[src/common/mmu_defs.svh]
// Sv32 only: 34-bit physical addresses and 4 KiB base pages, no wider paging modes
`ifndef MMU_DEFS_SVH
`define MMU_DEFS_SVH

// entries in each fully associative TLB
`define TLB_ENTRIES 4

// upper bound on cycles per memory read, busy included
`define MEM_MAX_LAT 4

// address widths
`define WORD_WIDTH 32
`define PA_WIDTH 34
`define PPN_WIDTH 22
`define PG_BITS 12
`define VPN_SEG_BITS 10

// two-level table walk
`define SV32_LEVELS 2

`endif
[src/common/priv_types_pkg.sv]
// privilege-side types; satp carries an asid field but no block here compares it
`include "mmu_defs.svh"

package priv_types_pkg;

    typedef logic [`WORD_WIDTH-1:0] word_t;  // vaddr or pte
    typedef logic [`PA_WIDTH-1:0] paddr_t;
    typedef logic [`PPN_WIDTH-1:0] ppn_t;

    // encodings as in mstatus.mpp
    typedef enum logic [1:0] {
        U_MODE = 2'b00,
        S_MODE = 2'b01,
        M_MODE = 2'b11
    } priv_level_t;

    typedef struct packed {
        logic       mode;  // 1 selects sv32
        logic [8:0] asid;
        ppn_t       ppn;   // root table page
    } satp_t;

    // csr view shared by the walker and both TLBs
    typedef struct packed {
        satp_t       satp;
        priv_level_t priv;
        logic        sum;  // mstatus.sum
    } csr_state_t;

endpackage

[src/common/sv32_types_pkg.sv]
// Sv32 paging types; no accessed or dirty bit updates, leaf permission rule lives here only
`include "mmu_defs.svh"

package sv32_types_pkg;

    import priv_types_pkg::*;

    typedef struct packed {
        logic [1:0] rsw;
        logic       d;
        logic       a;
        logic       g;
        logic       u;
        logic       x;
        logic       w;
        logic       r;
        logic       v;
    } pte_perms_t;

    typedef struct packed {
        ppn_t       ppn;
        pte_perms_t perms;
    } pte_t;

    typedef struct packed {
        logic [1:0][`VPN_SEG_BITS-1:0] vpn;  // vpn[1] is the upper segment
        logic [`PG_BITS-1:0]           offset;
    } va_t;

    typedef enum logic [1:0] {
        NONE,
        LOAD,
        STORE,
        FETCH
    } access_t;

    // core side, valid held until done
    typedef struct packed {
        logic    valid;
        access_t access;
        word_t   vaddr;
    } tlb_req_t;

    typedef struct packed {
        logic   done;   // one cycle pulse
        logic   fault;
        paddr_t paddr;
    } tlb_rsp_t;

    // TLB to walker, miss held until answered
    typedef struct packed {
        logic    miss;
        access_t access;
        word_t   vaddr;
    } walk_req_t;

    typedef struct packed {
        logic fill;
        logic fault;
        pte_t leaf;   // always a 4 KiB entry
    } walk_rsp_t;

    typedef struct packed {
        logic   ren;
        paddr_t addr;
    } mem_req_t;

    typedef struct packed {
        logic  busy;
        word_t rdata;  // valid when busy is low
    } mem_rsp_t;

    // true when a valid leaf refuses this access
    function automatic logic leaf_denied(input pte_perms_t perms, input access_t access,
                                         input csr_state_t csr);
        logic u_bad;
        u_bad = (perms.u && csr.priv == S_MODE && !csr.sum) ||
                (!perms.u && csr.priv == U_MODE);
        return (access == FETCH && !perms.x) || (access == STORE && !perms.w) || u_bad;
    endfunction

endpackage

[src/rtl/mmu_top.sv]
// MMU front end: itlb and dtlb share one walker and one read-only memory port
`timescale 1ns/1ps

module mmu_top (
    input  logic                       CLK,
    input  logic                       nRST,
    input  priv_types_pkg::csr_state_t csr,
    input  logic                       flush,
    input  sv32_types_pkg::tlb_req_t   ireq,
    input  sv32_types_pkg::tlb_req_t   dreq,
    output sv32_types_pkg::tlb_rsp_t   irsp,
    output sv32_types_pkg::tlb_rsp_t   drsp,
    output sv32_types_pkg::mem_req_t   mem_req,
    input  sv32_types_pkg::mem_rsp_t   mem_rsp
);

    import sv32_types_pkg::*;

    logic      trans_on;  // from the walker only
    walk_req_t iwalk_req;
    walk_req_t dwalk_req;
    walk_rsp_t iwalk_rsp;
    walk_rsp_t dwalk_rsp;

    tlb itlb (
        .CLK      (CLK),
        .nRST     (nRST),
        .req      (ireq),
        .rsp      (irsp),
        .csr      (csr),
        .trans_on (trans_on),
        .flush    (flush),
        .walk_req (iwalk_req),
        .walk_rsp (iwalk_rsp)
    );

    tlb dtlb (
        .CLK      (CLK),
        .nRST     (nRST),
        .req      (dreq),
        .rsp      (drsp),
        .csr      (csr),
        .trans_on (trans_on),
        .flush    (flush),
        .walk_req (dwalk_req),
        .walk_rsp (dwalk_rsp)
    );

    page_walker walker (
        .CLK       (CLK),
        .nRST      (nRST),
        .csr       (csr),
        .trans_on  (trans_on),
        .dwalk_req (dwalk_req),
        .iwalk_req (iwalk_req),
        .dwalk_rsp (dwalk_rsp),
        .iwalk_rsp (iwalk_rsp),
        .mem_req   (mem_req),
        .mem_rsp   (mem_rsp)
    );

endmodule

[src/page_walker/page_walker.sv]
// Sv32 walker, reads only; no A/D updates, no PMP or PMA checks, data misses walked first
`timescale 1ns/1ps
`include "mmu_defs.svh"

module page_walker (
    input  logic                       CLK,
    input  logic                       nRST,
    input  priv_types_pkg::csr_state_t csr,
    output logic                       trans_on,
    input  sv32_types_pkg::walk_req_t  dwalk_req,
    input  sv32_types_pkg::walk_req_t  iwalk_req,
    output sv32_types_pkg::walk_rsp_t  dwalk_rsp,
    output sv32_types_pkg::walk_rsp_t  iwalk_rsp,
    output sv32_types_pkg::mem_req_t   mem_req,
    input  sv32_types_pkg::mem_rsp_t   mem_rsp
);

    import priv_types_pkg::*;
    import sv32_types_pkg::*;

    localparam int LVL_W = (`SV32_LEVELS > 1) ? $clog2(`SV32_LEVELS) : 1;
    localparam int SEG_HI = `VPN_SEG_BITS - 1;

    typedef enum logic {
        IDLE,
        WALK
    } walk_state_t;

    walk_state_t      state;
    logic [LVL_W-1:0] level;
    paddr_t           page_addr;
    logic             serve_d;  // 1 while the data side is walked
    access_t          acc;

    logic      start;
    walk_req_t new_req;
    va_t       new_va;
    walk_req_t cur_req;
    va_t       cur_va;

    pte_t pte;
    pte_t leaf_out;
    logic rd_done;
    logic is_leaf;
    logic pte_bad;
    logic walk_fault;
    logic walk_fill;

    // M-mode never translates
    assign trans_on = csr.satp.mode && (csr.priv == S_MODE || csr.priv == U_MODE);

    // data before fetch
    assign start   = trans_on && (dwalk_req.miss || iwalk_req.miss);
    assign new_req = dwalk_req.miss ? dwalk_req : iwalk_req;
    assign new_va  = va_t'(new_req.vaddr);

    // serviced side keeps its request held for the whole walk
    assign cur_req = serve_d ? dwalk_req : iwalk_req;
    assign cur_va  = va_t'(cur_req.vaddr);

    assign pte     = pte_t'(mem_rsp.rdata);
    assign rd_done = (state == WALK) && !mem_rsp.busy;
    assign is_leaf = pte.perms.r || pte.perms.x;

    // PTE checks, only meaningful when rd_done
    always_comb begin
        pte_bad = 1'b0;
        if (!pte.perms.v || (pte.perms.w && !pte.perms.r)) begin
            pte_bad = 1'b1;
        end else if (!is_leaf) begin
            pte_bad = (level == '0);  // pointer with no level left
        end else begin
            pte_bad = leaf_denied(pte.perms, acc, csr) ||
                      (level != '0 && |pte.ppn[SEG_HI:0]);  // misaligned megapage
        end
    end

    assign walk_fault = rd_done && pte_bad;
    assign walk_fill  = rd_done && !pte_bad && is_leaf;

    // megapage becomes a 4 KiB entry for this vaddr
    always_comb begin
        leaf_out = pte;
        if (level != '0)
            leaf_out.ppn = {pte.ppn[`PPN_WIDTH-1:`VPN_SEG_BITS], cur_va.vpn[0]};
    end

    always_ff @(posedge CLK) begin
        if (!nRST) begin
            state   <= IDLE;
            level   <= '0;
            serve_d <= 1'b0;
            acc     <= NONE;
        end else begin
            case (state)
                IDLE: begin
                    if (start) begin
                        state   <= WALK;
                        level   <= LVL_W'(`SV32_LEVELS - 1);
                        serve_d <= dwalk_req.miss;
                        acc     <= new_req.access;
                    end
                end
                WALK: begin
                    if (walk_fault || walk_fill) begin
                        state <= IDLE;
                        acc   <= NONE;
                    end else if (rd_done) begin
                        level <= level - 1'b1;  // pointer, go down
                    end
                end
                default: state <= IDLE;
            endcase
        end
    end

    // held while busy since rd_done stays low
    always_ff @(posedge CLK) begin
        if (state == IDLE)
            page_addr <= {csr.satp.ppn, new_va.vpn[`SV32_LEVELS-1], 2'b00};
        else if (rd_done)
            page_addr <= {pte.ppn, cur_va.vpn[0], 2'b00};
    end

    always_comb begin
        dwalk_rsp.fill  = walk_fill && serve_d;
        dwalk_rsp.fault = walk_fault && serve_d;
        dwalk_rsp.leaf  = leaf_out;
        iwalk_rsp.fill  = walk_fill && !serve_d;
        iwalk_rsp.fault = walk_fault && !serve_d;
        iwalk_rsp.leaf  = leaf_out;
        mem_req.ren     = (state == WALK);
        mem_req.addr    = page_addr;
    end

endmodule

[src/tlb/tlb.sv]
// fully associative, round-robin refill; no asid so flush drops every entry, faults give paddr 0
`timescale 1ns/1ps
`include "mmu_defs.svh"

module tlb (
    input  logic                       CLK,
    input  logic                       nRST,
    input  sv32_types_pkg::tlb_req_t   req,
    output sv32_types_pkg::tlb_rsp_t   rsp,
    input  priv_types_pkg::csr_state_t csr,
    input  logic                       trans_on,
    input  logic                       flush,
    output sv32_types_pkg::walk_req_t  walk_req,
    input  sv32_types_pkg::walk_rsp_t  walk_rsp
);

    import priv_types_pkg::*;
    import sv32_types_pkg::*;

    localparam int IDX_W = (`TLB_ENTRIES > 1) ? $clog2(`TLB_ENTRIES) : 1;
    localparam int TAG_W = 2 * `VPN_SEG_BITS;

    // entry storage
    logic [`TLB_ENTRIES-1:0] valid;
    logic [TAG_W-1:0]        tags [`TLB_ENTRIES];
    pte_t                    ptes [`TLB_ENTRIES];
    logic [IDX_W-1:0]        repl_ptr;

    va_t              va;
    logic [TAG_W-1:0] req_tag;
    logic             lookup;
    logic             hit;
    logic             denied;
    pte_t             hit_pte;

    logic   miss_q;
    logic   done_q;
    logic   fault_q;
    paddr_t paddr_q;

    assign va      = va_t'(req.vaddr);
    assign req_tag = va.vpn;
    // no new lookup while a walk is pending or done is out
    assign lookup  = req.valid && !done_q && !miss_q;

    always_comb begin
        hit     = 1'b0;
        hit_pte = '0;
        for (int i = 0; i < `TLB_ENTRIES; i++) begin
            if (!hit && valid[i] && tags[i] == req_tag) begin
                hit     = 1'b1;
                hit_pte = ptes[i];
            end
        end
    end

    assign denied = leaf_denied(hit_pte.perms, req.access, csr);  // rechecked on every hit

    always_ff @(posedge CLK) begin
        if (!nRST) begin
            miss_q  <= 1'b0;
            done_q  <= 1'b0;
            fault_q <= 1'b0;
        end else begin
            done_q  <= 1'b0;
            fault_q <= 1'b0;
            if (miss_q) begin
                if (walk_rsp.fill) begin
                    miss_q <= 1'b0;  // entry written, next cycle hits
                end else if (walk_rsp.fault) begin
                    miss_q  <= 1'b0;
                    done_q  <= 1'b1;
                    fault_q <= 1'b1;
                end
            end else if (lookup) begin
                if (!trans_on || hit) begin
                    done_q  <= 1'b1;
                    fault_q <= trans_on && denied;
                end else begin
                    miss_q <= 1'b1;
                end
            end
        end
    end

    always_ff @(posedge CLK) begin
        if (miss_q && walk_rsp.fault) begin
            paddr_q <= '0;
        end else if (lookup) begin
            if (!trans_on)
                paddr_q <= paddr_t'(req.vaddr);  // bare, zero extended
            else if (hit && !denied)
                paddr_q <= {hit_pte.ppn, va.offset};
            else
                paddr_q <= '0;
        end
    end

    // valid bits and replacement pointer
    always_ff @(posedge CLK) begin
        if (!nRST) begin
            valid    <= '0;
            repl_ptr <= '0;
        end else if (flush) begin
            valid <= '0;
        end else if (miss_q && walk_rsp.fill) begin
            valid[repl_ptr] <= 1'b1;
            repl_ptr <= (repl_ptr == IDX_W'(`TLB_ENTRIES - 1)) ? '0 : repl_ptr + 1'b1;
        end
    end

    always_ff @(posedge CLK) begin
        if (miss_q && walk_rsp.fill) begin
            tags[repl_ptr] <= req_tag;
            ptes[repl_ptr] <= walk_rsp.leaf;
        end
    end

    always_comb begin
        walk_req.miss   = miss_q;
        walk_req.access = req.access;
        walk_req.vaddr  = req.vaddr;  // held by the requester
        rsp.done        = done_q;
        rsp.fault       = fault_q;
        rsp.paddr       = paddr_q;
    end

endmodule

[config.mk]
export PLATFORM = sky130hd
export DESIGN_NAME = mmu_top
export DESIGN_NICKNAME = d
export VERILOG_FILES = /design/src/common/priv_types_pkg.sv /design/src/common/sv32_types_pkg.sv /design/src/rtl/mmu_top.sv /design/src/page_walker/page_walker.sv /design/src/tlb/tlb.sv
export VERILOG_INCLUDE_DIRS = /design/src /design/src/common
export SDC_FILE = /design/constraint.sdc
export NUM_CORES = 1
export LEC_CHECK = 0
export ABC_AREA = 1
export ABC_CLOCK_PERIOD_IN_PS = 3470
export BUFFER_PORTS_ARGS = -buffer_cell sky130_fd_sc_hd__buf_2
export CORE_MARGIN = 2
export CORE_UTILIZATION = 50
export DETAILED_ROUTE_END_ITERATION = 12
export GPL_TIMING_DRIVEN = 1
export PLACE_DENSITY = 0.71
export SLEW_MARGIN = 20
export SYNTH_ARGS = -nofsm -noshare
export SYNTH_HDL_FRONTEND = slang
export SYNTH_SLANG_ARGS = --single-unit
[constraint.sdc]
create_clock -name CLK -period 3.47 [get_ports CLK]
set_input_delay 0.694 -clock CLK [delete_from_list [all_inputs] [get_ports CLK]]
set_output_delay 0.694 -clock CLK [all_outputs]
set_load 0.01 [all_outputs]
=== After elaboration in Yosys (flattened, before gate mapping) ===
Memories as Yosys holds them, arrays and structs flattened.
Index checks and enable logic that the tools add are counted.

* Input bits: 141
* RAM bits: 416
* Word-level logic and storage cells: 236
* Output and inout bits: 107
* Flip-flop bits (word level): 123
* Memories kept: 4

{| class="wikitable"
|+ Memories
! name !! words !! width !! rd ports !! clocked after Yosys merged registers in !! write ports !! line !! source
|-
| dtlb.ptes || 4 || 32 || 4 || 0 || 1 || tlb.sv:26 || <nowiki>pte_t ptes [`TLB_ENTRIES];</nowiki>
|-
| itlb.ptes || 4 || 32 || 4 || 0 || 1 || tlb.sv:26 ||
|-
| dtlb.tags || 4 || 20 || 4 || 0 || 1 || tlb.sv:25 || <nowiki>logic [TAG_W-1:0] tags [`TLB_ENTRIES];</nowiki>
|-
| itlb.tags || 4 || 20 || 4 || 0 || 1 || tlb.sv:25 ||
|}

* Add/subtract/negate cells: 3
* Eq/ne operators: 21
* Order comparisons: 4
* Reductions and logical operators: 108
* Mux-type cells: 73
* Bitwise logic cells: 6

{| class="wikitable"
|+ Operators with widths
! kind !! number
|-
| $mux 32 || 8
|-
| $mux 34 || 7
|-
| $eq 20x20->1 || 8
|-
| $logic_and 1x1->1 || 55
|-
| $mux 1 || 47
|-
| $logic_not 1->1 || 28
|-
| $mux 22 || 1
|-
| $logic_or 1x1->1 || 17
|-
| $eq 2x2->1 const B || 8
|-
| $mux 10 || 1
|-
| $reduce_or 10->1 || 1
|-
| $mux 2 || 4
|-
| $or 4x4->4 || 2
|-
| $reduce_and 2->1 || 4
|-
| $lt 2x3->1 const B || 2
|-
| $ne 2x2->1 const B || 3
|-
| $add 2x1->2 const B || 2
|-
| $demux 1 s2 || 2
|-
| $ge 2x1->1 const B || 2
|-
| $not 1->1 || 4
|-
| $pmux 1 s2 || 2
|-
| $pmux 2 s2 || 1
|-
| $reduce_and 3->1 || 1
|-
| $eq 2x1->1 const B || 1
|-
| other kinds (4) || 4
|}

=== Longest topological paths before layout ===
An unclocked memory read counts as a cell.

* Depth in word-level cells: 24
* Mapped depth: 23
* Mapped depth without buffers: 20

=== Cells and area by module ===
From an unflattened synthesis, not the netlist that was laid out.

* Cells, all modules: 2770
* Area, all modules: 24106.9 um^2

{| class="wikitable"
|+ Modules (own cells, without submodules)
! module !! sequential area each (um^2) !! area each (um^2) !! cells an instance !! instances
|-
| tlb || 6266.0 || 10806.6 || 1231 || 2
|-
| page_walker || 1061.0 || 2493.6 || 308 || 1
|}

=== Worst setup path after synthesis ===
Ideal clock, no wire load.

* Kind: input port to flip-flop
* Start: in mem_rsp[15] (netlist bit)
* End: mem dtlb.ptes[0][10] (netlist bit) (enable)
* Library setup time: 0.399 ns
* Required time: 3.071 ns
* Slack: 0.331 ns
* Buffers on the path: 0
* Arrival time: 2.740 ns
* Stages: 9
* Cell sequence: nor2_1 > nand3_1 > o41ai_1 > nand4_1 > o21ai_0 > nand4_1 > nor2_1 > nand2_1 > inv_1

* Longest elaborated chain between the ends: 12

{| class="wikitable"
|+ RTL lines
! what !! line !! source
|-
| start: declaration || mmu_top.sv:14 || <nowiki>input sv32_types_pkg::mem_rsp_t mem_rsp</nowiki>
|-
| $reduce_or 10->1 || page_walker.sv:74 || <nowiki>(level != '0 && |pte.ppn[SEG_HI:0]);</nowiki>
|-
| $logic_and 1x1->1 || page_walker.sv:74 ||
|-
| $logic_or 1x1->1 || page_walker.sv:73 || <nowiki>pte_bad = leaf_denied(pte.perms, acc, csr) ||</nowiki>
|-
| $mux 1 || page_walker.sv:70 || <nowiki>end else if (!is_leaf) begin</nowiki>
|-
| $mux 1 || page_walker.sv:68 || <nowiki>if (!pte.perms.v || (pte.perms.w && !pte.perms.r)) begin</nowiki>
|-
| $logic_not 1->1 || page_walker.sv:79 || <nowiki>assign walk_fill = rd_done && !pte_bad && is_leaf;</nowiki>
|-
| $logic_and 1x1->1 (2 in series) || page_walker.sv:79 ||
|-
| $logic_and 1x1->1 || page_walker.sv:126 || <nowiki>dwalk_rsp.fill = walk_fill && serve_d;</nowiki>
|-
| $logic_and 1x1->1 || tlb.sv:113 || <nowiki>if (miss_q && walk_rsp.fill) begin</nowiki>
|-
| $mux 1 || tlb.sv:113 ||
|-
| $mux 1 (implied by the code) || tlb.sv:115 || <nowiki>ptes[repl_ptr] <= walk_rsp.leaf;</nowiki>
|-
| end: declaration || tlb.sv:26 ||
|}

Every way passes these cells.

=== Worst setup path after layout ===
* Start: in mem_rsp[15] (netlist bit)
* End: mem itlb.ptes[1][13] (netlist bit) (enable)

* Longest elaborated chain between the ends: 12

{| class="wikitable"
|+ RTL lines
! what !! line !! source
|-
| $reduce_or 10->1 || page_walker.sv:74 ||
|-
| $logic_and 1x1->1 || page_walker.sv:74 ||
|-
| $logic_or 1x1->1 || page_walker.sv:73 ||
|-
| $mux 1 || page_walker.sv:70 ||
|-
| $mux 1 || page_walker.sv:68 ||
|-
| $logic_not 1->1 || page_walker.sv:79 ||
|-
| $logic_and 1x1->1 (2 in series) || page_walker.sv:79 ||
|-
| $logic_and 1x1->1 || page_walker.sv:129 || <nowiki>iwalk_rsp.fill = walk_fill && !serve_d;</nowiki>
|-
| $logic_and 1x1->1 || tlb.sv:113 ||
|-
| $mux 1 || tlb.sv:113 ||
|-
| $mux 1 (implied by the code) || tlb.sv:115 ||
|-
| end: declaration || tlb.sv:26 ||
|}

Every way passes these cells.

==> results.py <==
metrics = {
    "cells_and_area": {
        "nFillCells": 3783,
        "drive_above_1_share_pct": 19.62,
        "multi_input_area_mm2": 0.007553,
        "stdcell_area_mm2": 0.02657,
        "nNetsFinal": 2865,
        "regArea_mm2": 0.01359,
        "synthToLayoutAreaGrowth_pct": 17.99,
    },
    "timing": {
        "setup_viol": 0,
        "slew_headroom_pct": 31.23,
        "whs_ns": 0.3117,
        "min_period_ns": 2.808,
        "finalCritPeriodShare_pct": 80.93,
        "slew_viol_final": 0,
        "hold_violations": 0,
        "clock_skew_ns": 0.01674,
        "fmax_mhz": 356.1,
        "worstMarginPinSlew_ns": 1.021,
        "final.setup.tns_ns": 0,
        "grt_setup_unrepaired": "false",
    },
    "drt": {
        "vias_per_cell": 5.493,
        "wl_um": 68340,
        "drc_errors": 0,
        "ant_nets": 0,
        "routedWlPerCell_um": 20.39,
        "drtPass1Iterations": 6,
        "drtIter0Drc": 1916,
        "dr_total_vias": 18410,
    },
    "cts": {
        "holdBufCountCts": 0,
        "root_buffer": "clkbuf_16",
        "cts.sinks": 483,
        "clk_pin_slew_ns": 0.06,
        "cts_tree": "built",
        "insertion_delay_ns": 0.60,
        "cts.htree.levels": 2,
        "clock_path_buffers": 3,
        "cts_made_buffers": 51,
        "cts_resized": 0,
        "cts_setup_buffers": 0,
    },
    "power": {
        "p_total_mw": 13.05,
        "ir_drop_uv": 442.7,
        "leakage_nw": 11.21,
        "power_density_mw_per_mm2": 491.4,
    },
    "placement": {
        "hpwl_um": 48580,
        "place_area_mm2": 0.02494,
        "gp_congestion": 0.9413,
        "portBuffers": 231,
    },
    "worst_setup_path": {
        "path_max_fanout": 46,
        "crit_required_ns": 3.73,
        "arrival_ns": 3.07,
        "criticalPathCategory": "primary input to flop",
        "start_kind": "primary input",
        "critPathCaptureType": "flop",
    },
    "synthesis": {
        "synthFlopType": "edfxtp_1",
        "ys_top_cells_by_area": "edfxtp_1 52%, nand2_1 12%, dfxtp_1 8.1%",
        "synth_xor_area_share_pct": 1.206,
        "synth_simple_gate_area_share_pct": 22.17,
        "yosys_warnings": 0,
        "syn-instance-count": 2421,
        "synth_edf_count": 392,
        "asyncSetResetFlopFracSynth_pct": 0,
        "synth_compound_area_share_pct": 9.646,
        "synth_common_cells": "711 x nand2_1, 392 x edfxtp_1, 219 x nor2_1, 218 x inv_1, 155 x a21oi_1",
        "synth_top_area_share_pct": 52.27,
        "netlist_area_mm2": 0.02252,
        "syn_area_per_cell_um2": 9.302,
        "synth-seq-cells": 483,
        "synth_top_family_by_area": "simple AND/OR/NAND/NOR gates",
        "post_synth_fa_ha_maj_area_fraction_pct": 0.4445,
        "synth.mux.area_fraction_pct": 0,
        "synth.largest_area_cell": "edfxtp_1",
        "synth_most_common_cell": "nand2_1",
        "ys_seq_area_share_pct": 60.36,
        "ys_types": 45,
    },
    "floorplanning": {
        "die_area_mm2": 0.04675,
        "ios": 248,
        "rows": 77,
        "die_y_um": 216.2,
        "coreArea_mm2": 0.04432,
        "start_util_pct": 50.81,
        "dieWidth_um": 216.2,
    },
    "flow_run": {
        "maxCapViolations": 0,
    },
    "grt": {
        "grt_pass1_vias": 17430,
        "antenna_found_initial": 1,
        "grt_overflow": 0,
        "grt_pass1_wl_um": 102200,
        "grt_start_max_net_pins": 48,
        "grt_use_total_pct": 28.85,
    },
    "status": {
        "status": "completed",
    },
    "worst_hold_path": {
        "hold_class": "primary input to flop",
    },
}
==> cell type report <==
class / instances / area share (%)
Inverter: 248 / 3.504
Clock inverter: 20 / 0.5604
Sequential cell: 483 / 51.16
Tap cell: 592 / 2.788
Timing Repair Buffer: 333 / 7.987
Clock buffer: 74 / 5.552
Multi-Input combinational cell: 1599 / 28.43
Antenna cell: 2 / 0.01884
==> metal layers <==
| layer | routed length, um | vias up | GRT usage, % |
|---|---|---|---|
| met4 | 2561 | 2 | 11.05 |
| met1 | 27690 | 8642 | 38.93 |
| met3 | 6886 | 146 | 5.684 |
| met2 | 31190 | 925 | 46.24 |
| li1 | - | 8691 | - |
| met5 | 11 | - | 0 |
==> worst paths after layout <==
path | startpoint | end | slack [ns] | depth (start not counted)
max | mem_rsp[15] | itlb.ptes[1][13] | 0.66 | 11
min | dreq[19] | dtlb.tags[0][7] | 0.31 | 1
max reg2reg | dtlb.tags[1][3] | dtlb.paddr_q[28] | 0.76 | 19
min reg2reg | dtlb.paddr_q[3] | dtlb.paddr_q[3] | 0.47 | 2
==> cells in the final DEF, fill, tap and decap left out, drive strengths merged, types with 36 or more instances in the layout <==
| cell type | instances |
|---|---|
| nand3 | 100 |
| clkbuf | 74 |
| inv | 247 |
| edfxtp | 392 |
| o21ai | 128 |
| buf | 333 |
| o211ai | 36 |
| nor2 | 230 |
| nand4 | 54 |
| a21oi | 185 |
| nand2 | 746 |
| dfxtp | 91 |
==> critical path, stage by stage <==
cell and delay, ns:
buf_2 0.12, nor2_1 0.11, nand3_1 0.09, o41ai_1 0.59, nand4_1 0.14, o21ai_0 0.20, nand4_1 0.20, nor2_1 0.40
nand2_1 0.12, inv_2 0.10, buf_12 0.27
==> registers in the layout, summed over array words and instances (netlist names), 2 cells and up <==
signal            count
dtlb.repl_ptr         2
dtlb.paddr_q         34
dtlb.ptes           100
dtlb.tags            80
itlb.tags            80
itlb.valid            4
itlb.ptes           100
itlb.repl_ptr         2
dtlb.valid            4
itlb.paddr_q         34
walker.page_addr     32
walker.acc            2
==> stage by stage <==
stage / setup slack (ns) / util [%] / cells
6_report: 0.6618 / 59.95 / 3351
3_3_place_gp: 0.1994 / 56.28 / 3255
3_5_place_dp: 0.09601 / 56.28 / 3255
4_1_cts: 0.7120 / 59.94 / 3349
2_1_floorplan: 0.3309 / - / 2422
5_1_grt: 0.4986 / 59.94 / 3349
==> kinds of logic after synthesis <==
kind of cell / Yosys count
flip-flops: 483
adder cells (fa/ha/maj): 8
other: 1
AO/OA/AOI/OAI: 378
buffers and inverters: 340
XOR/XNOR: 31
AND/OR/NAND/NOR: 1180
==> report_power, final <==
group	switching (mW)	internal (mW)
combinational	0.793	0.418
sequential	0.0912	6.42
clock	2.24	3.09
Note: power is estimated with default switching activity, not from simulation.
